<file path="src/verilog/mem_pkg.sv">
package mem_pkg;

    // byte address and data widths
    localparam int ADDR_W = 32;
    localparam int DATA_W = 64;
    localparam int STRB_W = DATA_W / 8;

    // read request, burst means a full line refill
    typedef struct packed {
        logic              valid;
        logic [ADDR_W-1:0] addr;
        logic              burst;
    } rd_req_t;

    // single-beat store with byte strobe
    typedef struct packed {
        logic              valid;
        logic [ADDR_W-1:0] addr;
        logic [DATA_W-1:0] data;
        logic [STRB_W-1:0] strb;
    } wr_req_t;

    // one returned read beat, resp holds the AXI code
    typedef struct packed {
        logic              valid;
        logic [DATA_W-1:0] data;
        logic [1:0]        resp;
        logic              last;
    } rd_beat_t;

    typedef enum logic {
        OP_READ,
        OP_WRITE
    } op_t;

    // request handed from the arbiter to the bridge
    typedef struct packed {
        op_t               op;
        logic [ADDR_W-1:0] addr;
        logic              burst;
        logic [DATA_W-1:0] data;
        logic [STRB_W-1:0] strb;
    } grant_t;

endpackage

</file>
<file path="src/verilog/mem_req_arbiter.sv">
`timescale 1ns/1ps

module mem_req_arbiter (
    input  logic             clock,
    input  logic             rst_n_i,
    input  mem_pkg::rd_req_t rd_req_i,
    output logic             rd_ready_o,
    input  mem_pkg::wr_req_t wr_req_i,
    output logic             wr_ready_o,
    output mem_pkg::grant_t  grant_o,
    output logic             grant_valid_o,
    input  logic             grant_ready_i,
    input  logic             done_i
);

    logic busy_q;
    // set when the last grant was a write
    logic last_wr_q;
    logic pick_wr;
    logic take;

    // write wins unless a read also waits and the write went last
    assign pick_wr = wr_req_i.valid && !(rd_req_i.valid && last_wr_q);

    // nothing new while the bridge still works on a grant
    assign grant_valid_o = !busy_q && (rd_req_i.valid || wr_req_i.valid);
    assign take          = grant_valid_o && grant_ready_i;

    // client sees ready in the same cycle the bridge takes the grant
    assign rd_ready_o = take && !pick_wr;
    assign wr_ready_o = take && pick_wr;

    always_comb begin
        grant_o.op    = pick_wr ? mem_pkg::OP_WRITE : mem_pkg::OP_READ;
        grant_o.addr  = pick_wr ? wr_req_i.addr : rd_req_i.addr;
        grant_o.burst = !pick_wr && rd_req_i.burst;
        // store payload only matters for writes
        grant_o.data  = wr_req_i.data;
        grant_o.strb  = wr_req_i.strb;
    end

    always_ff @(posedge clock or negedge rst_n_i) begin
        if (!rst_n_i) begin
            busy_q    <= 1'b0;
            // read counts as last so a write is favored first
            last_wr_q <= 1'b0;
        end else if (take) begin
            busy_q    <= 1'b1;
            last_wr_q <= pick_wr;
        end else if (done_i) begin
            busy_q    <= 1'b0;
        end
    end

    // bridge ends only the grant it holds
    a_done_busy: assert property (@(posedge clock) disable iff (!rst_n_i)
        done_i |-> busy_q);

endmodule

</file>
<file path="config.mk">
export PLATFORM = sky130hd
export DESIGN_NAME = mem_req_arbiter
export DESIGN_NICKNAME = d
export VERILOG_FILES = /design/src/verilog/mem_pkg.sv /design/src/verilog/mem_req_arbiter.sv
export SDC_FILE = /design/constraint.sdc
export NUM_CORES = 1
export LEC_CHECK = 0
export ABC_AREA = 1
export BUFFER_PORTS_ARGS = -buffer_cell sky130_fd_sc_hd__buf_4
export CELL_PAD_IN_SITES_DETAIL_PLACEMENT = 1
export CELL_PAD_IN_SITES_GLOBAL_PLACEMENT = 2
export CORE_ASPECT_RATIO = 0.9
export CORE_UTILIZATION = 10
export DETAILED_ROUTE_END_ITERATION = 8
export GPL_TIMING_DRIVEN = 0
export PLACE_DENSITY = 0.95
export SLEW_MARGIN = 20
export SYNTH_ARGS = -nofsm -noshare
export SYNTH_HDL_FRONTEND = slang
export SYNTH_SLANG_ARGS = --single-unit
export TNS_END_PERCENT = 10
</file>
<file path="constraint.sdc">
create_clock -name clock -period 2.4 [get_ports clock]
set_input_delay 0.36 -clock clock [delete_from_list [all_inputs] [get_ports clock]]
set_output_delay 0.36 -clock clock [all_outputs]
set_load 0.03 [all_outputs]
</file>
==> flow_summary.toml, run 1 <==
[synth]
avgSynthCellArea_um2 = 5.64
syn_inst = 194
ys_seq_area_frac = 0.0457
syn_area_um2 = 1090
yosys_warnings = 0
ys_types = 10
synth_fp_nets = 337
ys_seq_elements = 2

[floorplan]
die_width_um = 112
coreArea_um2 = 10400
dieArea_um2 = 11400
die_h_um = 101
initial_core_util = 0.105
rows = 35
num_io_pins = 252

[critical_path]
crit_chain = "a21oi_4, inv_2, buf_6, nand2_1, nand2_1, buf_4"
path_common_cell = "nand2_1"
worstSetupEndpointType = "output pin"
crit_path_start_kind = "register"
setup.worst_path.start = "last_wr_q$_DFFE_PN0P_"
worstPathArrival_ps = 1530
reg2reg_from = "last_wr_q$_DFFE_PN0P_"
crit_path_max_fanout = 10
cp_slowest_cell = "dfrtp_1"
slowest_delay_ps = 390
critPathKind = "register to output pin"
worstPathRequired_ps = 2040

[cells_and_area]
areaGrowthSynthToFinish_pct = 145
antennaDiodeCount = 0
final_cells = 506
final_nets = 522
layout-drive-gt1-share = 0.700

[power_and_ir_drop]
p_leak_nw = 1.65
powerDensity_nw_per_um2 = 415
peakVddDrop_mv = 0.149

[global_route]
first_global_vias = 1658
grt_pass1_wl_um = 7130
use_met2 = 0.171
antenna_found_initial = 0
gr-max-usage-layer = "met2"
use_met3 = 0.0174
grt_usage = 0.0761
met1_usage = 0.0700
gr-total-overflow = 0
grt_max_degree = 11

[run_status]
violations = "design-rule violations"
outcome = "finished, violations left"

[placed_design]
gp_congestion = 0.639
dp.cells = 502
portBuffers = 179
dp_hpwl_um = 4780
place_ws_ps = 577

[min_path]
hp-start = "done_i"
hold_path.class = "input pin to register"

[sta]
relSlewSlack = 0.763
final.setup.worst_slack_ps = 512
worst_pin_slew_ps = 354
finalCritPeriodShare = 0.787
layout_min_cycle_time_ps = 1890
hold_viol = 0
drv_slew = 0
setup_tns_ps = 0
setup_violations = 0
skew_ps = 0.456
max_freq_ghz = 0.530
rsz0062_at_grt = "false"

[route]
via_per_inst = 3.50
drt-initial-drc-count = 29
drtAntennaViolNets = 0
post_drt_wl_per_cell_um = 10.3
route.detailed.drc = 13
dr.pass1.iters = 6
via_count = 1769
finalWirelength_um = 5230

[clock_network]
clk_path_buf_depth = 2
cts-root-buf = "clkbuf_16"
clk_pin_slew_worst_paths_ps = 30
cts_buffers = 3
cts_htree_levels = 1
cts_tree = "done"
worstSkewPairLatency_ps = 220
cts_sinks = 2
post_cts_resized = 0

[flow_run]
max-cap-violations = 0
==> synth_stat cells, drive strengths merged <==
master / n / share of area
nor2: 4 / 0.014
nand2: 99 / 0.34
a21oi: 1 / 0.015
buf: 79 / 0.55
o21ai: 1 / 0.0046
dfrtp: 2 / 0.046
inv: 6 / 0.021
nand3: 2 / 0.0091
==> area by class of cell <==
type,instances,area [µm²]
Sequential cell,2,50.0
Multi-Input combinational cell,107,418
Buffer,79,604
Clock buffer,3,75.1
Tap cell,129,161
Inverter,6,22.5
Fill cell,1350,7740
Timing Repair Buffer,180,1350
==> report_power, final <==
group	total, mW	leakage (nW)	internal [mW]	switching, mW
logic	0.824	1.59	0.368	0.456
registers	0.0459	0.0248	0.0405	0.00542
clock network	0.244	0.0370	0.211	0.0326
total	1.11	1.65	0.620	0.495
==> stage by stage <==
stage	hold slack, ps	power, mW	cell area, µm²	utilization
final	343	1.11	2690	0.258
after floorplan	64.4	0.546	1090	-
after global routing	355	1.18	2690	0.258
after detailed placement	146	0.881	2600	0.249
after CTS	350	1.13	2690	0.258
after global placement	143	0.868	2600	0.249
==> critical path, delay by kind of cell, from the launching register on <==
family	cells	cell delay, ps
buf+inv	3	470
compound gates	1	330
flops	1	390
simple gates	2	110
==> timing repair <==
action,in CTS,in global routing
hold buffers,1,0
hold endpoints to repair,2,0
setup buffers,0,0
==> state kept, by name (all words and copies together) (netlist names) <==
signal,count
busy_q,1
last_wr_q,1
==> path summary, 6_finish.rpt <==
path,endpoint,slack [ps],depth (start not counted)
worst max-delay path,grant_o[88],510,6
worst min-delay path,busy_q$_DFFE_PN0P_,340,2
worst max register to register,last_wr_q$_DFFE_PN0P_,1380,3
worst min register to register,last_wr_q$_DFFE_PN0P_,540,2
max in group asynchronous,last_wr_q$_DFFE_PN0P_,1810,2
min in group asynchronous,busy_q$_DFFE_PN0P_,500,2
==> layout by cell type, fill, tap and decap left out, types with 2 or more instances in the layout <==
cell type	n
nand2_1	99
dfrtp_1	2
nor2_1	4
nand3_1	2
clkbuf_16	3
buf_4	255
inv_1	4
inv_2	2
buf_6	3
==> kinds of logic (layout without fill, tap and decap cells) <==
kind of cell	Yosys count	in the layout	share of synthesized area
AOI/OAI and AO/OA	2	2	0.0194
and+or+nand+nor	105	105	0.362
buffers and inverters	85	268	0.573
DFF	2	2	0.0457
==> per-layer routing <==
metal | share of wire | routed length (µm)
met1 | 0.29 | 1510
met2 | 0.61 | 3210
met3 | 0.092 | 482
met4 | 0.0052 | 27
met5 | 0 | 0
Power figures use the tool's default switching activity.
==> run 2: changes to the inputs <==
--- a/config.mk
+++ b/config.mk
@@ -5,7 +5,7 @@
 export SDC_FILE = /design/constraint.sdc
 export NUM_CORES = 1
 export LEC_CHECK = 0
-export ABC_AREA = 1
+export ABC_AREA = 0
 export BUFFER_PORTS_ARGS = -buffer_cell sky130_fd_sc_hd__buf_4
 export CELL_PAD_IN_SITES_DETAIL_PLACEMENT = 1
 export CELL_PAD_IN_SITES_GLOBAL_PLACEMENT = 2
@@ -13,7 +13,7 @@
 export CORE_UTILIZATION = 10
 export DETAILED_ROUTE_END_ITERATION = 8
 export GPL_TIMING_DRIVEN = 0
-export PLACE_DENSITY = 0.95
+export PLACE_DENSITY = 0.91
 export SLEW_MARGIN = 20
 export SYNTH_ARGS = -nofsm -noshare
 export SYNTH_HDL_FRONTEND = slang
==> constraint.sdc (replaced) <==
create_clock -name clock -period 1.5 [get_ports clock]
set_input_delay 0.225 -clock clock [delete_from_list [all_inputs] [get_ports clock]]
set_output_delay 0.225 -clock clock [all_outputs]
set_load 0.03 [all_outputs]
==> flow_summary.toml, run 2 <==
[route]
drtAntennaViolNets = 0
via_count = 1477
post_drt_wl_per_cell_um = 11.8
dr.pass1.iters = 4
drt-initial-drc-count = 16
via_per_inst = 3.18
finalWirelength_um = 5470
route.detailed.drc = 0

[critical_path]
critPathKind = "register to output pin"
critPathTopFamily = "buffers and inverters"
crit_chain = "a21boi_4, buf_12, buf_12, mux2_4, buf_6"
crit_path_start_kind = "register"
worstSetupEndpointType = "output pin"
worstPathRequired_ps = 1270
worst-path-buf-inv = 3
worstPathArrival_ps = 1540
cp_slowest_cell = "dfrtp_1"
crit_path_max_fanout = 10
path_common_cell = "buf_12"
slowest_delay_ps = 400

[run_status]
violations = "negative setup slack"
outcome = "finished, violations left"

[floorplan]
dieArea_um2 = 12300
rows = 37
initial_core_util = 0.103
num_io_pins = 252
die_width_um = 117
die_h_um = 105
coreArea_um2 = 11500

[clock_network]
clk_path_buf_depth = 2
cts_tree = "done"
cts-root-buf = "clkbuf_16"
clk_pin_slew_worst_paths_ps = 30
worstSkewPairLatency_ps = 220
cts_sinks = 2
cts_htree_levels = 1
cts_buffers = 3

[sta]
rsz0062_at_grt = "true"
drv_slew = 0
hold_viol = 0
finalCritPeriodShare = 1.18
setup_tns_ps = -8290
worst_pin_slew_ps = 171
relSlewSlack = 0.886
max_freq_ghz = 0.566
final.setup.worst_slack_ps = -266
layout_min_cycle_time_ps = 1770
setup_violations = 36
skew_ps = 0.412

[synth]
ys_top_cells_by_count = "buf_4 (73), mux2_4 (27), mux2_2 (5)"
synth_area_leaders = "buf_4 (46%), mux2_4 (34%), mux2_2 (4.7%)"
synth_edf_count = 0
synth_ff_type = "dfrtp_1"
synthAdderAreaFrac = 0
ys_types = 15
synth_most_common_cell = "buf_4"
synth_fp_nets = 265
synth_top_family_by_area = "buffers and inverters"
yosys_warnings = 0
synthMuxAreaShare = 0.388
synth-xor-area-share = 0
syn_area_um2 = 1190
yosys.area.top_type = "buf_4"
async_flop_share = 1.00
synth_top_area_share = 0.461
syn_inst = 122
ys_seq_elements = 2
synth_compound_area_frac = 0.0284
ys_seq_area_frac = 0.0421
synth-simple-area-share = 0.0400
avgSynthCellArea_um2 = 9.75

[cells_and_area]
mostFrequentLayoutCell = "buf_4"
layout-drive-gt1-share = 0.958
areaGrowthSynthToFinish_pct = 150
final_nets = 453
antennaDiodeCount = 0
most-common-layout-cells = "buf_4 (225), buf_6 (29), mux2_4 (27)"
final_cells = 464
biggestRegsByFlops = "busy_q (1), last_wr_q (1)"

[min_path]
hold_path.class = "input pin to register"

[power_and_ir_drop]
powerDensity_nw_per_um2 = 693
combPwrFrac = 0.765
seqPwrFrac = 0.041
swShare = 0.400
p_leak_nw = 1.63
peakVddDrop_mv = 0.236
p_sw_uw = 826
internal_power_mw = 1.24
pwr-share-clk = 0.194

[global_route]
first_global_vias = 1466
gr-total-overflow = 0
grt_usage = 0.0749
use_met2 = 0.175
met1_usage = 0.0615
use_met3 = 0.00863
grt_max_degree = 11
grt_pass1_wl_um = 7200
antenna_found_initial = 0
gr-max-usage-layer = "met2"

[flow_run]
max-cap-violations = 0

[placed_design]
place_ws_ps = -293
dp_hpwl_um = 4880
portBuffers = 179
gp_congestion = 0.657
dp.cells = 457
run 2: changes by cell type after synthesis, sizes merged, moves of 2 or more:
| cell | change |
|---|---|
| nor2b | +2 |
| nand2 | -99 |
| buf | -3 |
| nor2 | -2 |
| mux2 | +32 |
| inv | -5 |
| nand3 | -2 |
run 2: logic make-up after synthesis:
family	after synthesis
multiplexers	32
flip-flops	2
AND/OR/NAND/NOR	8
buffers and inverters	77
AO/OA/AOI/OAI	3
run 2: routing by layer:
metal | wire length (µm) | vias to the layer above
li1 | - | 701
met1 | 1520 | 680
met2 | 3540 | 92
met3 | 369 | 4
met4 | 36 | 0
met5 | 0 | -
run 2: what timing repair did:
| action | 4_1_cts | 5_1_grt |
|---|---|---|
| gates resized for setup | 33 | 0 |
| pin swaps | 2 | 1 |
| buffers inserted | 3 | 0 |
| hold buffers | 1 | 0 |
| endpoints found under the setup margin | 35 | 36 |
| endpoints found under the hold margin | 2 | 0 |
run 2: worst paths after layout:
path | from | end | slack, ps | cells after the start
worst max-delay path | last_wr_q$_DFFE_PN0P_ | grant_o[96] | -270 | 5
worst min-delay path | done_i | busy_q$_DFFE_PN0P_ | 210 | 2
worst max register to register | last_wr_q$_DFFE_PN0P_ | last_wr_q$_DFFE_PN0P_ | 450 | 3
worst min register to register | busy_q$_DFFE_PN0P_ | busy_q$_DFFE_PN0P_ | 630 | 2
max in group asynchronous | rst_n_i | busy_q$_DFFE_PN0P_ | 1060 | 2
min in group asynchronous | rst_n_i | last_wr_q$_DFFE_PN0P_ | 350 | 2
run 2: area by class of cell:
cell class                      count  area (µm²)
Timing Repair Buffer              183        1500
Buffer                             76         608
Sequential cell                     2        50.0
Fill cell                        1344        8550
Tap cell                          156         195
Clock buffer                        3        75.1
Inverter                            1        3.75
Multi-Input combinational cell     43         548
run 2: power by group through the flow:
stage / Combinational [mW] / Sequential [mW] / Clock (mW)
floorplan: 0.942 / 0.0815 / 0
global placement: 1.44 / 0.0826 / 0
detailed placement: 1.46 / 0.0844 / 0
CTS: 1.60 / 0.0832 / 0.406
global route: 1.65 / 0.0854 / 0.410
finish: 1.58 / 0.0842 / 0.400
run 2: metrics by stage:
step | cell area [µm²] | hold slack (ps) | power [mW] | utilization
2_1_floorplan | 1190 | -70.6 | 1.02 | -
3_3_place_gp | 2730 | 8.50 | 1.52 | 0.237
3_5_place_dp | 2730 | 8.84 | 1.54 | 0.237
4_1_cts | 2980 | 212 | 2.09 | 0.258
5_1_grt | 2980 | 218 | 2.15 | 0.258
6_report | 2980 | 214 | 2.06 | 0.258
