**src/verilog/mem_pkg.sv**
```systemverilog
package mem_pkg;

    // byte address and data widths
    localparam int ADDR_W = 32;
    localparam int DATA_W = 64;
    localparam int STRB_W = DATA_W / 8;

    // read request, burst means a full line refill
    typedef struct packed {
        logic              valid;
        logic [ADDR_W-1:0] addr;
        logic              burst;
    } rd_req_t;

    // single-beat store with byte strobe
    typedef struct packed {
        logic              valid;
        logic [ADDR_W-1:0] addr;
        logic [DATA_W-1:0] data;
        logic [STRB_W-1:0] strb;
    } wr_req_t;

    // one returned read beat, resp holds the AXI code
    typedef struct packed {
        logic              valid;
        logic [DATA_W-1:0] data;
        logic [1:0]        resp;
        logic              last;
    } rd_beat_t;

    typedef enum logic {
        OP_READ,
        OP_WRITE
    } op_t;

    // request handed from the arbiter to the bridge
    typedef struct packed {
        op_t               op;
        logic [ADDR_W-1:0] addr;
        logic              burst;
        logic [DATA_W-1:0] data;
        logic [STRB_W-1:0] strb;
    } grant_t;

endpackage

```
**src/verilog/axi_pkg.sv**
```systemverilog
package axi_pkg;

    // burst type and response codes
    typedef logic [1:0] burst_t;
    typedef logic [1:0] resp_t;

    localparam burst_t BURST_INCR  = 2'b01;
    localparam resp_t  RESP_OKAY   = 2'b00;
    localparam resp_t  RESP_SLVERR = 2'b10;

    // address channel, same layout for AR and AW
    typedef struct packed {
        logic [mem_pkg::ADDR_W-1:0] addr;
        logic [7:0]                 len;
        logic [2:0]                 size;
        burst_t                     burst;
    } ax_t;

    typedef ax_t ar_t;
    typedef ax_t aw_t;

    // write data beat
    typedef struct packed {
        logic [mem_pkg::DATA_W-1:0] data;
        logic [mem_pkg::STRB_W-1:0] strb;
        logic                       last;
    } w_t;

    // read data beat
    typedef struct packed {
        logic [mem_pkg::DATA_W-1:0] data;
        resp_t                      resp;
        logic                       last;
    } r_t;

    // write response
    typedef struct packed {
        resp_t resp;
    } b_t;

endpackage

```
**src/verilog/axi_rw_master.sv**
```systemverilog
`timescale 1ns/1ps

module axi_rw_master #(
    parameter int LINE_BEATS = 4
) (
    input  logic              clock,
    input  logic              rst_n_i,
    // granted request
    input  mem_pkg::grant_t   grant_i,
    input  logic              grant_valid_i,
    output logic              grant_ready_o,
    output logic              done_o,
    // client results
    output mem_pkg::rd_beat_t rd_beat_o,
    output logic              wr_done_o,
    output axi_pkg::resp_t    wr_resp_o,
    // read address and data
    output axi_pkg::ar_t      ar_o,
    output logic              ar_valid_o,
    input  logic              ar_ready_i,
    input  axi_pkg::r_t       r_i,
    input  logic              r_valid_i,
    output logic              r_ready_o,
    // write address, data and response
    output axi_pkg::aw_t      aw_o,
    output logic              aw_valid_o,
    input  logic              aw_ready_i,
    output axi_pkg::w_t       w_o,
    output logic              w_valid_o,
    input  logic              w_ready_i,
    input  axi_pkg::b_t       b_i,
    input  logic              b_valid_i,
    output logic              b_ready_o
);

    localparam int AW         = mem_pkg::ADDR_W;
    localparam int LINE_BYTES = LINE_BEATS * mem_pkg::STRB_W;
    // clears the offset inside a line
    localparam logic [AW-1:0] LINE_MASK = ~AW'(LINE_BYTES - 1);
    // full bus width per beat
    localparam logic [2:0] BEAT_SIZE = 3'($clog2(mem_pkg::STRB_W));
    localparam logic [7:0] BURST_LEN = 8'(LINE_BEATS - 1);

    typedef enum logic [1:0] {
        ST_IDLE,
        ST_ADDR,
        ST_DATA,
        ST_RESP
    } state_t;

    state_t       state_q;
    mem_pkg::op_t op_q;
    logic         ar_valid_q;
    logic         aw_valid_q;
    logic         w_valid_q;
    logic         done_q;
    logic         aw_open;
    logic         w_open;
    axi_pkg::ar_t ar_q;
    axi_pkg::aw_t aw_q;
    axi_pkg::w_t  w_q;

    // take a grant only when idle
    assign grant_ready_o = grant_valid_i && (state_q == ST_IDLE);
    assign done_o        = done_q;

    assign ar_o       = ar_q;
    assign ar_valid_o = ar_valid_q;
    assign aw_o       = aw_q;
    assign aw_valid_o = aw_valid_q;
    assign w_o        = w_q;
    assign w_valid_o  = w_valid_q;

    // no back-pressure on R toward the client
    assign r_ready_o = 1'b1;
    // B ready for the whole write
    assign b_ready_o = (op_q == mem_pkg::OP_WRITE) && (state_q != ST_IDLE);

    // read beats pass straight through
    always_comb begin
        rd_beat_o.valid = r_valid_i && r_ready_o;
        rd_beat_o.data  = r_i.data;
        rd_beat_o.resp  = r_i.resp;
        rd_beat_o.last  = r_i.last;
    end

    assign wr_done_o = b_valid_i && b_ready_o;
    assign wr_resp_o = b_i.resp;

    // AW and W may finish in different cycles
    assign aw_open = aw_valid_q && !aw_ready_i;
    assign w_open  = w_valid_q && !w_ready_i;

    always_ff @(posedge clock or negedge rst_n_i) begin
        if (!rst_n_i) begin
            state_q    <= ST_IDLE;
            op_q       <= mem_pkg::OP_READ;
            ar_valid_q <= 1'b0;
            aw_valid_q <= 1'b0;
            w_valid_q  <= 1'b0;
            done_q     <= 1'b0;
        end else begin
            done_q <= 1'b0;
            case (state_q)
                ST_IDLE: begin
                    if (grant_ready_o) begin
                        op_q       <= grant_i.op;
                        ar_valid_q <= (grant_i.op == mem_pkg::OP_READ);
                        // AW and W go out together
                        aw_valid_q <= (grant_i.op == mem_pkg::OP_WRITE);
                        w_valid_q  <= (grant_i.op == mem_pkg::OP_WRITE);
                        state_q    <= ST_ADDR;
                    end
                end
                ST_ADDR: begin
                    if (op_q == mem_pkg::OP_READ) begin
                        if (ar_ready_i) begin
                            ar_valid_q <= 1'b0;
                            state_q    <= ST_DATA;
                        end
                    end else begin
                        if (aw_ready_i) begin
                            aw_valid_q <= 1'b0;
                        end
                        if (w_ready_i) begin
                            w_valid_q <= 1'b0;
                        end
                        // both accepted now or earlier
                        if (!aw_open && !w_open) begin
                            state_q <= ST_RESP;
                        end
                    end
                end
                ST_DATA: begin
                    if (r_valid_i && r_i.last) begin
                        done_q  <= 1'b1;
                        state_q <= ST_IDLE;
                    end
                end
                default: begin
                    if (b_valid_i) begin
                        done_q  <= 1'b1;
                        state_q <= ST_IDLE;
                    end
                end
            endcase
        end
    end

    // channel payloads, loaded on accept
    always_ff @(posedge clock) begin
        if (grant_ready_o) begin
            // refill starts at the line boundary
            ar_q.addr  <= grant_i.burst ? (grant_i.addr & LINE_MASK) : grant_i.addr;
            ar_q.len   <= grant_i.burst ? BURST_LEN : 8'd0;
            ar_q.size  <= BEAT_SIZE;
            ar_q.burst <= axi_pkg::BURST_INCR;
            aw_q.addr  <= grant_i.addr;
            aw_q.len   <= 8'd0;
            aw_q.size  <= BEAT_SIZE;
            aw_q.burst <= axi_pkg::BURST_INCR;
            w_q.data   <= grant_i.data;
            w_q.strb   <= grant_i.strb;
            // single-beat writes only
            w_q.last   <= 1'b1;
        end
    end

    // AR stays up and stable until the slave takes it
    a_ar_hold: assert property (@(posedge clock) disable iff (!rst_n_i)
        ar_valid_o && !ar_ready_i |=> ar_valid_o && $stable(ar_o));

    // slave must not return data unasked
    a_r_pending: assert property (@(posedge clock) disable iff (!rst_n_i)
        r_valid_i |-> state_q == ST_DATA);

endmodule

```
**config.mk**
```make
export PLATFORM = sky130hd
export DESIGN_NAME = axi_rw_master
export DESIGN_NICKNAME = d
export VERILOG_FILES = /design/src/verilog/mem_pkg.sv /design/src/verilog/axi_pkg.sv /design/src/verilog/axi_rw_master.sv
export SDC_FILE = /design/constraint.sdc
export NUM_CORES = 1
export LEC_CHECK = 0
export BUFFER_PORTS_ARGS = -buffer_cell sky130_fd_sc_hd__buf_4
export CAP_MARGIN = 10
export CELL_PAD_IN_SITES_DETAIL_PLACEMENT = 1
export CELL_PAD_IN_SITES_GLOBAL_PLACEMENT = 2
export CORE_AREA = 2 2 163 165
export DETAILED_ROUTE_END_ITERATION = 7
export DIE_AREA = 0 0 165 167
export HOLD_SLACK_MARGIN = 0.1
export PLACE_DENSITY_LB_ADDON = 0.08
export SLEW_MARGIN = 5
export SYNTH_ARGS = -nofsm -noshare
export SYNTH_HDL_FRONTEND = slang
export SYNTH_SLANG_ARGS = --single-unit
export TNS_END_PERCENT = 1
```
**constraint.sdc**
```tcl
create_clock -name clock -period 9 [get_ports clock]
set_clock_uncertainty 0.2 [all_clocks]
set_input_delay 1.8 -clock clock [delete_from_list [all_inputs] [get_ports clock]]
set_output_delay 1.8 -clock clock [all_outputs]
set_load 0.1 [all_outputs]
```
==> impl_metrics.csv, run 1 <==
group,metric,value,unit
outcome,status,"finished, final reports clean",
global_routing,grt_max_degree,57,
clock_network,cts.sinks,117,
worst_setup_path,crit_path_max_fanout,7,
logic_synthesis,synth_edf_count,110,
power_and_ir_drop,ir_drop,0.000129,V
die,die-area,27600,um2
timing,tns,0,ns
cells_and_area,nFillCells,2852,
global_routing,grt_pass1_vias,3051,
logic_synthesis,syn_inst,294,
routing,wl_per_cell,17.1,um
power_and_ir_drop,fin_total_pwr,2.87,mW
logic_synthesis,synthArstFlopShare,0.0598,
clock_network,cts_buffers,17,
timing,fin_crit_sh,0.507,
clock_network,cts_root_buf,"clkbuf_16",
min_path,min_path_type,"register to register",
cells_and_area,syn2layout_area_growth,46.3,%
routing,drtPass1Iterations,3,
worst_setup_path,path_cells,"buf_4 -> inv_1 -> nor2_4 -> buf_4",
worst_setup_path,crit_slowest_cell,"buf_4",
power_and_ir_drop,p_leak,2.93,nW
worst_setup_path,crit_family,"buffers and inverters",
timing,fin_ws,4.44,ns
routing,drcViolationCount,0,
worst_setup_path,cp_common_cell,"buf_4",
die,die_y,167,um
clock_network,insertion_delay,0.41,ns
die,row_count,59,
timing,fin_crit,4.56,ns
clock_network,htree_num_levels,4,
worst_setup_path,path_class,"primary input to output pin",
placement,dp_slack,4.39,ns
timing,worst_slew_pin_slew,0.796,ns
global_routing,grt.total_usage,0.0992,
timing,slew_violations,0,
clock_network,clk_pin_slew,0.06,ns
cells_and_area,drive_above_1_share,0.617,
clock_network,cts_hold_buf,0,
die,core,25800,um2
timing,hold_viol,0,
routing,finalWirelength,14100,um
worst_setup_path,critPathArrivalTime,2.56,ns
timing,timing.fmax,0.219,GHz
clock_network,cts_resized,0,
logic_synthesis,syn_area_per_cell,16.2,um2
cells_and_area,post-route-util,0.271,
logic_synthesis,netlist_area,4770,um2
routing,viasPerCell,3.44,
timing,slew-limit-headroom,0.469,
worst_setup_path,critPathLaunchType,"primary input",
logic_synthesis,yosysSeqAreaShare,0.730,
routing,ant_nets,0,
routing,wl_met2,6710,um
clock_network,cts_tree,"built",
run,drv_cap,0,
die,fp.dieW,165,um
worst_setup_path,max_stage_delay,0.33,ns
placement,place_area,6310,um2
logic_synthesis,synth_ff_type,"edfxtp_1",
worst_setup_path,critPathBufInv,3,
logic_synthesis,synthDistinctLibCells,26,
timing,final-setup-viol-count,0,
global_routing,antenna_found_initial,1,
timing,rsz0062_at_grt,"false",
worst_setup_path,crit_required,7.00,ns
placement,port_buffers,261,
cells_and_area,nets,663,
global_routing,grt-ovfl-total,0,
worst_setup_path,end_kind,"output pin",
placement,dpl.hpwl,10800,um
routing,wl_met3,1890,um
routing,wl_met1,5190,um
logic_synthesis,synth_seq_cells,117,
cells_and_area,fin_area,6970,um2
power_and_ir_drop,pwr_density_cell,412,nW/um2
routing,vias,2835,
die,boundaryPins,424,
global_routing,grt_pass1_wl,19500,um
routing,top_layer,"met4",
clock_network,cts_setup_buffers,0,
placement,place.gp.congestion,0.682,
die,initial_core_util,0.185,
logic_synthesis,yosysWarningCount,0,
clock_network,max-clock-path-buffers,2,
routing,drt_iter0_drc,143,
## registers in the layout, summed over array words and instances, names as in the netlist
name / flops
done_o: 1
ar_o: 33
aw_valid_o: 1
w_valid_o: 1
state_q: 2
ar_valid_o: 1
aw_o: 5
w_o: 72
op_q: 1
## area by class of cell
class	instances	area (um2)	share of cell area
Sequential cell	117	3480	0.499
Antenna cell	1	2.50	0.000359
Timing Repair Buffer	263	1970	0.283
Clock buffer	18	429	0.0616
Tap cell	335	419	0.0601
Inverter	7	26.3	0.00377
Clock inverter	14	225	0.0323
Multi-Input combinational cell	69	417	0.0598
## cells by family (layout without fill, tap and decap cells)
kind of cell,Yosys count,after routing,share of synthesized area
adders and majority gates,5,5,0.0131
buffers and inverters,132,302,0.203
AOI/OAI and AO/OA,18,18,0.0249
other,2,27,0.00158
DFF,117,117,0.730
muxes,3,3,0.00761
and+or+nand+nor,17,17,0.0197
## power by group
| part | switching (mW) | internal (mW) |
|---|---|---|
| clock | 0.264 | 0.496 |
| combinational | 1.10 | 0.224 |
| sequential | 0.0476 | 0.737 |
## synth_stat cells (all sizes together) (4+ instances only)
| cell type | instances | area share |
|---|---|---|
| edfxtp | 110 | 0.69 |
| dfrtp | 7 | 0.037 |
| nand2 | 4 | 0.0031 |
| nor2b | 5 | 0.0066 |
| inv | 7 | 0.0055 |
| ha | 5 | 0.013 |
| a21oi | 5 | 0.0068 |
| buf | 125 | 0.20 |
| o21ai | 7 | 0.0074 |
## path summary, 6_finish.rpt
kind / startpoint / to / slack [ns] / depth (start not counted)
setup / recovery: grant_valid_i / grant_ready_o / 4.44 / 4
hold / removal: ar_valid_o / ar_valid_o / 0.35 / 1
setup reg to reg: state_q[1] / w_o[33] / 5.73 / 6
hold reg to reg: ar_valid_o / ar_valid_o / 0.35 / 1
max in group asynchronous: rst_n_i / w_valid_o / 7.47 / 1
min in group asynchronous: rst_n_i / op_q / 0.99 / 1
## layout by cell type, fill, tap and decap left out, drive strengths merged, types with 2 or more instances in the layout
| cell | instances |
|---|---|
| a21boi | 2 |
| a21oi | 5 |
| buf | 263 |
| bufinv | 5 |
| clkbuf | 18 |
| clkinv | 4 |
| clkinvlp | 2 |
| conb | 26 |
| dfrtp | 7 |
| edfxtp | 110 |
| ha | 5 |
| inv | 10 |
| mux2 | 2 |
| nand2 | 4 |
| nor2 | 2 |
| nor2b | 5 |
| nor3b | 2 |
| o21ai | 7 |
## layer usage
layer,track usage,vias up
met5,0,-
met4,0.0431,0
met3,0.0588,21
met2,0.159,235
met1,0.104,1339
li1,-,1240
## metrics by stage
step | hold slack [ns] | std cells
after CTS | 0.344 | 823
after global routing | 0.381 | 824
final | 0.354 | 824
after global placement | 0.340 | 791
after floorplan | 0.334 | 318
after detailed placement | 0.333 | 791
Note: power is estimated with default switching activity, not from simulation.
==> run 2: changes to the inputs <==
clock period = 4.5 ns   (was 9 ns; I/O delays follow)
==> impl_metrics.csv, run 2 (same netlist as run 1, synthesis figures left out) <==
group,metric,value,unit
worst_setup_path,crit_path_max_fanout,8,
worst_setup_path,critPathArrivalTime,1.96,ns
timing,rsz0062_at_grt,"false",
worst_setup_path,end_kind,"output pin",
die,die-area,27600,um2
clock_network,cts.sinks,117,
global_routing,grt.total_usage,0.0975,
timing,tns,0,ns
routing,wl_per_cell,16.8,um
power_and_ir_drop,pwr_density_cell,814,nW/um2
timing,worst_slew_pin_slew,0.666,ns
clock_network,cts_root_buf,"clkbuf_16",
power_and_ir_drop,seqPwrFrac,0.277,
routing,vias,2790,
global_routing,antenna_found_initial,0,
power_and_ir_drop,pwr-share-clk,0.254,
die,initial_core_util,0.185,
routing,finalWirelength,13800,um
timing,final-setup-viol-count,0,
cells_and_area,antennaDiodeCount,0,
clock_network,cts_hold_buf,1,
cells_and_area,largest_reg_flops,72,
die,row_count,59,
power_and_ir_drop,p_comb_frac,0.468,
die,boundaryPins,424,
routing,ant_nets,0,
global_routing,grt-ovfl-total,0,
clock_network,htree_num_levels,4,
power_and_ir_drop,switching_share,0.503,
min_path,min_path_type,"register to register",
placement,place.gp.congestion,0.644,
power_and_ir_drop,p_sw,2.85,mW
worst_setup_path,path_class,"register to output pin",
placement,port_buffers,261,
die,die_y,167,um
timing,hold_viol,0,
placement,dp_slack,1.74,ns
die,fp.dieW,165,um
power_and_ir_drop,intPower,2.81,mW
routing,viasPerCell,3.39,
worst_setup_path,critPathLaunchType,"register",
clock_network,cts_setup_buffers,0,
cells_and_area,final_common_cell,"buf_4",
clock_network,cts_resized,0,
clock_network,insertion_delay,0.41,ns
routing,drcViolationCount,0,
power_and_ir_drop,p_leak,2.92,nW
cells_and_area,nets,663,
timing,fin_ws,1.44,ns
global_routing,grt_pass1_vias,2953,
routing,drt_iter0_drc,83,
timing,timing.fmax,0.327,GHz
cells_and_area,nFillCells,2839,
timing,fin_crit_sh,0.680,
timing,slew_violations,0,
worst_setup_path,crit_required,3.40,ns
global_routing,grt_pass1_wl,19100,um
cells_and_area,drive_above_1_share,0.615,
placement,dpl.hpwl,10500,um
routing,drtPass1Iterations,4,
outcome,status,"finished, final reports clean",
clock_network,cts_buffers,17,
clock_network,clk_pin_slew,0.06,ns
clock_network,max-clock-path-buffers,2,
die,core,25800,um2
cells_and_area,layout_common_cells,"buf_4, edfxtp_1, conb_1",
timing,fin_crit,3.06,ns
run,drv_cap,0,
clock_network,cts_tree,"built",
global_routing,grt_max_degree,112,
power_and_ir_drop,ir_drop,0.000250,V
cells_and_area,syn2layout_area_growth,45.8,%
timing,slew-limit-headroom,0.556,
run 2: power by group through the flow:
stage / Combinational, mW / Clock (mW) / Sequential (mW)
after detailed placement: 2.69 / 0 / 1.60
after global placement: 2.69 / 0 / 1.59
after global routing: 2.74 / 1.54 / 1.60
final: 2.65 / 1.44 / 1.57
after floorplan: 1.12 / 0 / 2.93
after CTS: 2.69 / 1.50 / 1.57
run 2: final timing paths:
check | startpoint | end | slack [ns] | depth (start not counted)
max in group asynchronous | rst_n_i | aw_valid_o | 3.31 | 2
max | state_q[1] | grant_ready_o | 1.44 | 5
min | ar_valid_o | ar_valid_o | 0.35 | 1
max reg2reg | state_q[1] | w_o[42] | 2.13 | 5
min reg2reg | ar_valid_o | ar_valid_o | 0.35 | 1
min in group asynchronous | rst_n_i | done_o | 0.65 | 2
run 2: final cells by class:
class | instances | area [um2] | area share
Clock buffer | 17 | 425 | 0.0612
Clock inverter | 15 | 195 | 0.0281
Inverter | 7 | 26.3 | 0.00378
Multi-Input combinational cell | 69 | 417 | 0.0599
Sequential cell | 117 | 3480 | 0.500
Tap cell | 335 | 419 | 0.0603
Timing Repair Buffer | 263 | 1990 | 0.286
run 2: metrics by stage:
step	hold slack, ns	util	std cells	area, um2	power (mW)
final	0.351	0.270	823	6950	5.66
after global routing	0.355	0.270	823	6950	5.88
after CTS	0.355	0.270	823	6950	5.76
after detailed placement	0.345	0.245	790	6320	4.28
after global placement	0.334	0.245	790	6320	4.28
after floorplan	0.334	-	318	4860	4.05
run 2: critical path, stage by stage (launching register included):
cell	delay, ns
dfrtp_1	0.41
inv_1	0.12
ha_1	0.35
inv_1	0.15
nor2_4	0.17
buf_4	0.33
run 2: per-layer routing:
layer  track usage  part of all wire
met5             0                 0
met3        0.0518              0.12
met1        0.0952              0.34
met4        0.0423             0.014
met2         0.170              0.52
==> run 3: changes to the inputs <==
clock period = 3.1 ns   (was 4.5 ns; I/O delays follow)
==> impl_metrics.csv, run 3 (same netlist as run 1, synthesis figures left out) <==
group,metric,value,unit
die,initial_core_util,0.185,
worst_setup_path,critPathBufInv,2,
global_routing,grt_max_degree,112,
worst_setup_path,critPathLaunchType,"register",
timing,fin_crit,2.66,ns
timing,rsz0062_at_grt,"false",
clock_network,insertion_delay,0.41,ns
routing,drt_iter0_drc,105,
worst_setup_path,path_cells,"inv_1 -> ha_4 -> and2b_2 -> and2_1 -> buf_4",
worst_setup_path,crit_slowest_cell,"dfrtp_1",
power_and_ir_drop,pwr_density_cell,1190,nW/um2
cells_and_area,multi_input_area,429,um2
worst_setup_path,crit_family,"flip-flops",
cells_and_area,drive_above_1_share,0.619,
timing,timing.fmax,0.377,GHz
worst_setup_path,critPathArrivalTime,1.84,ns
worst_setup_path,r2r-start,"state_q[1]",
die,fp.dieW,165,um
worst_setup_path,critPathLaunch,"state_q[1]",
clock_network,cts_hold_buf,1,
placement,port_buffers,261,
timing,slew_violations,0,
clock_network,clk_pin_slew,0.06,ns
routing,viasPerCell,3.45,
cells_and_area,nets,663,
worst_setup_path,end_kind,"output pin",
global_routing,grt.total_usage,0.103,
timing,worst_slew_pin_slew,0.709,ns
clock_network,cts_root_buf,"clkbuf_16",
routing,ant_nets,0,
clock_network,htree_num_levels,4,
run,drv_cap,0,
die,boundaryPins,424,
clock_network,cts_buffers,17,
cells_and_area,antennaDiodeCount,0,
global_routing,grt_pass1_vias,3028,
cells_and_area,syn2layout_area_growth,46.3,%
cells_and_area,post-route-util,0.271,
routing,drcViolationCount,0,
placement,place.gp.congestion,0.687,
clock_network,cts_setup_buffers,0,
worst_setup_path,crit_path_max_fanout,8,
placement,dpl.hpwl,11100,um
routing,drtPass1Iterations,4,
routing,finalWirelength,14500,um
worst_setup_path,crit_required,2.28,ns
timing,hold_viol,0,
clock_network,cts_tree,"built",
global_routing,grt_pass1_wl,20000,um
cells_and_area,final_common_cell,"buf_4",
global_routing,antenna_found_initial,0,
cells_and_area,layout_common_cells,"buf_4, edfxtp_1, conb_1",
clock_network,cts.sinks,117,
clock_network,cts_resized,0,
outcome,status,"finished, final reports clean",
power_and_ir_drop,ir_drop,0.000431,V
min_path,worst_hold_startpoint,"grant_i[6]",
die,row_count,59,
worst_setup_path,max_stage_delay,0.42,ns
worst_setup_path,path_class,"register to output pin",
global_routing,grt-ovfl-total,0,
power_and_ir_drop,p_leak,2.93,nW
routing,wl_per_cell,17.6,um
routing,vias,2843,
cells_and_area,seqCellArea,3480,um2
cells_and_area,nFillCells,2842,
die,core,25800,um2
power_and_ir_drop,fin_total_pwr,8.29,mW
timing,final-setup-viol-count,0,
min_path,min_path_type,"primary input to register",
die,die-area,27600,um2
timing,slew-limit-headroom,0.528,
cells_and_area,largest_reg_flops,72,
die,die_y,167,um
clock_network,max-clock-path-buffers,2,
timing,fin_crit_sh,0.857,
[run 3: changes by cell type in the layout (fill, tap and decap cells not counted), moves of 2 or more]
| cell | previous run | this run |
|---|---|---|
| clkinv_2 | 0 | 2 |
| clkinv_4 | 2 | 6 |
| clkinvlp_4 | 2 | 0 |
| inv_6 | 6 | 1 |
[run 3: path summary, 6_finish.rpt]
| kind | end | slack (ns) | depth (start not counted) |
|---|---|---|---|
| worst min-delay path | w_o[7] | 0.18 | 1 |
| max in group asynchronous | aw_valid_o | 2.19 | 2 |
| min in group asynchronous | state_q[0] | 0.37 | 2 |
| worst min register to register | ar_valid_o | 0.36 | 1 |
| worst max register to register | w_o[38] | 0.90 | 5 |
| worst max-delay path | wr_done_o | 0.44 | 5 |
[run 3: metrics by stage]
| stage | setup slack, ns | cells | hold WS (ns) | cell area [um2] | TNS (ns) |
|---|---|---|---|---|---|
| 5_1_grt | 0.363 | 823 | 0.151 | 6970 | 0 |
| 4_1_cts | 0.419 | 823 | 0.156 | 6970 | 0 |
| 3_5_place_dp | 0.787 | 790 | 0.250 | 6330 | 0 |
| 3_3_place_gp | 0.806 | 790 | 0.250 | 6330 | 0 |
| 6_report | 0.445 | 823 | 0.184 | 6970 | 0 |
| 2_1_floorplan | -0.528 | 318 | 0.124 | 4880 | -40.83 |
[run 3: where the power goes]
part	internal (mW)	leakage, nW	switching (mW)	total, mW
Combinational	0.671	1.51	3.22	3.89
Clock	1.36	0.310	0.764	2.12
Sequential	2.14	1.11	0.145	2.28
Total	4.17	2.93	4.13	8.29
[run 3: final cells by class]
cell class,instances,area share
tap,335,0.0601
multi-input combinational,69,0.0615
clock buffer,18,0.0615
clock inverter,14,0.0291
timing repair buffer,263,0.285
inverter,7,0.00377
sequential,117,0.499
[run 3: layer usage]
metal,global-route usage,vias up,part of all wire
met4,0.0389,0,0.016
met2,0.176,233,0.50
li1,-,1242,-
met3,0.0585,28,0.13
met5,0,-,0
met1,0.105,1340,0.35
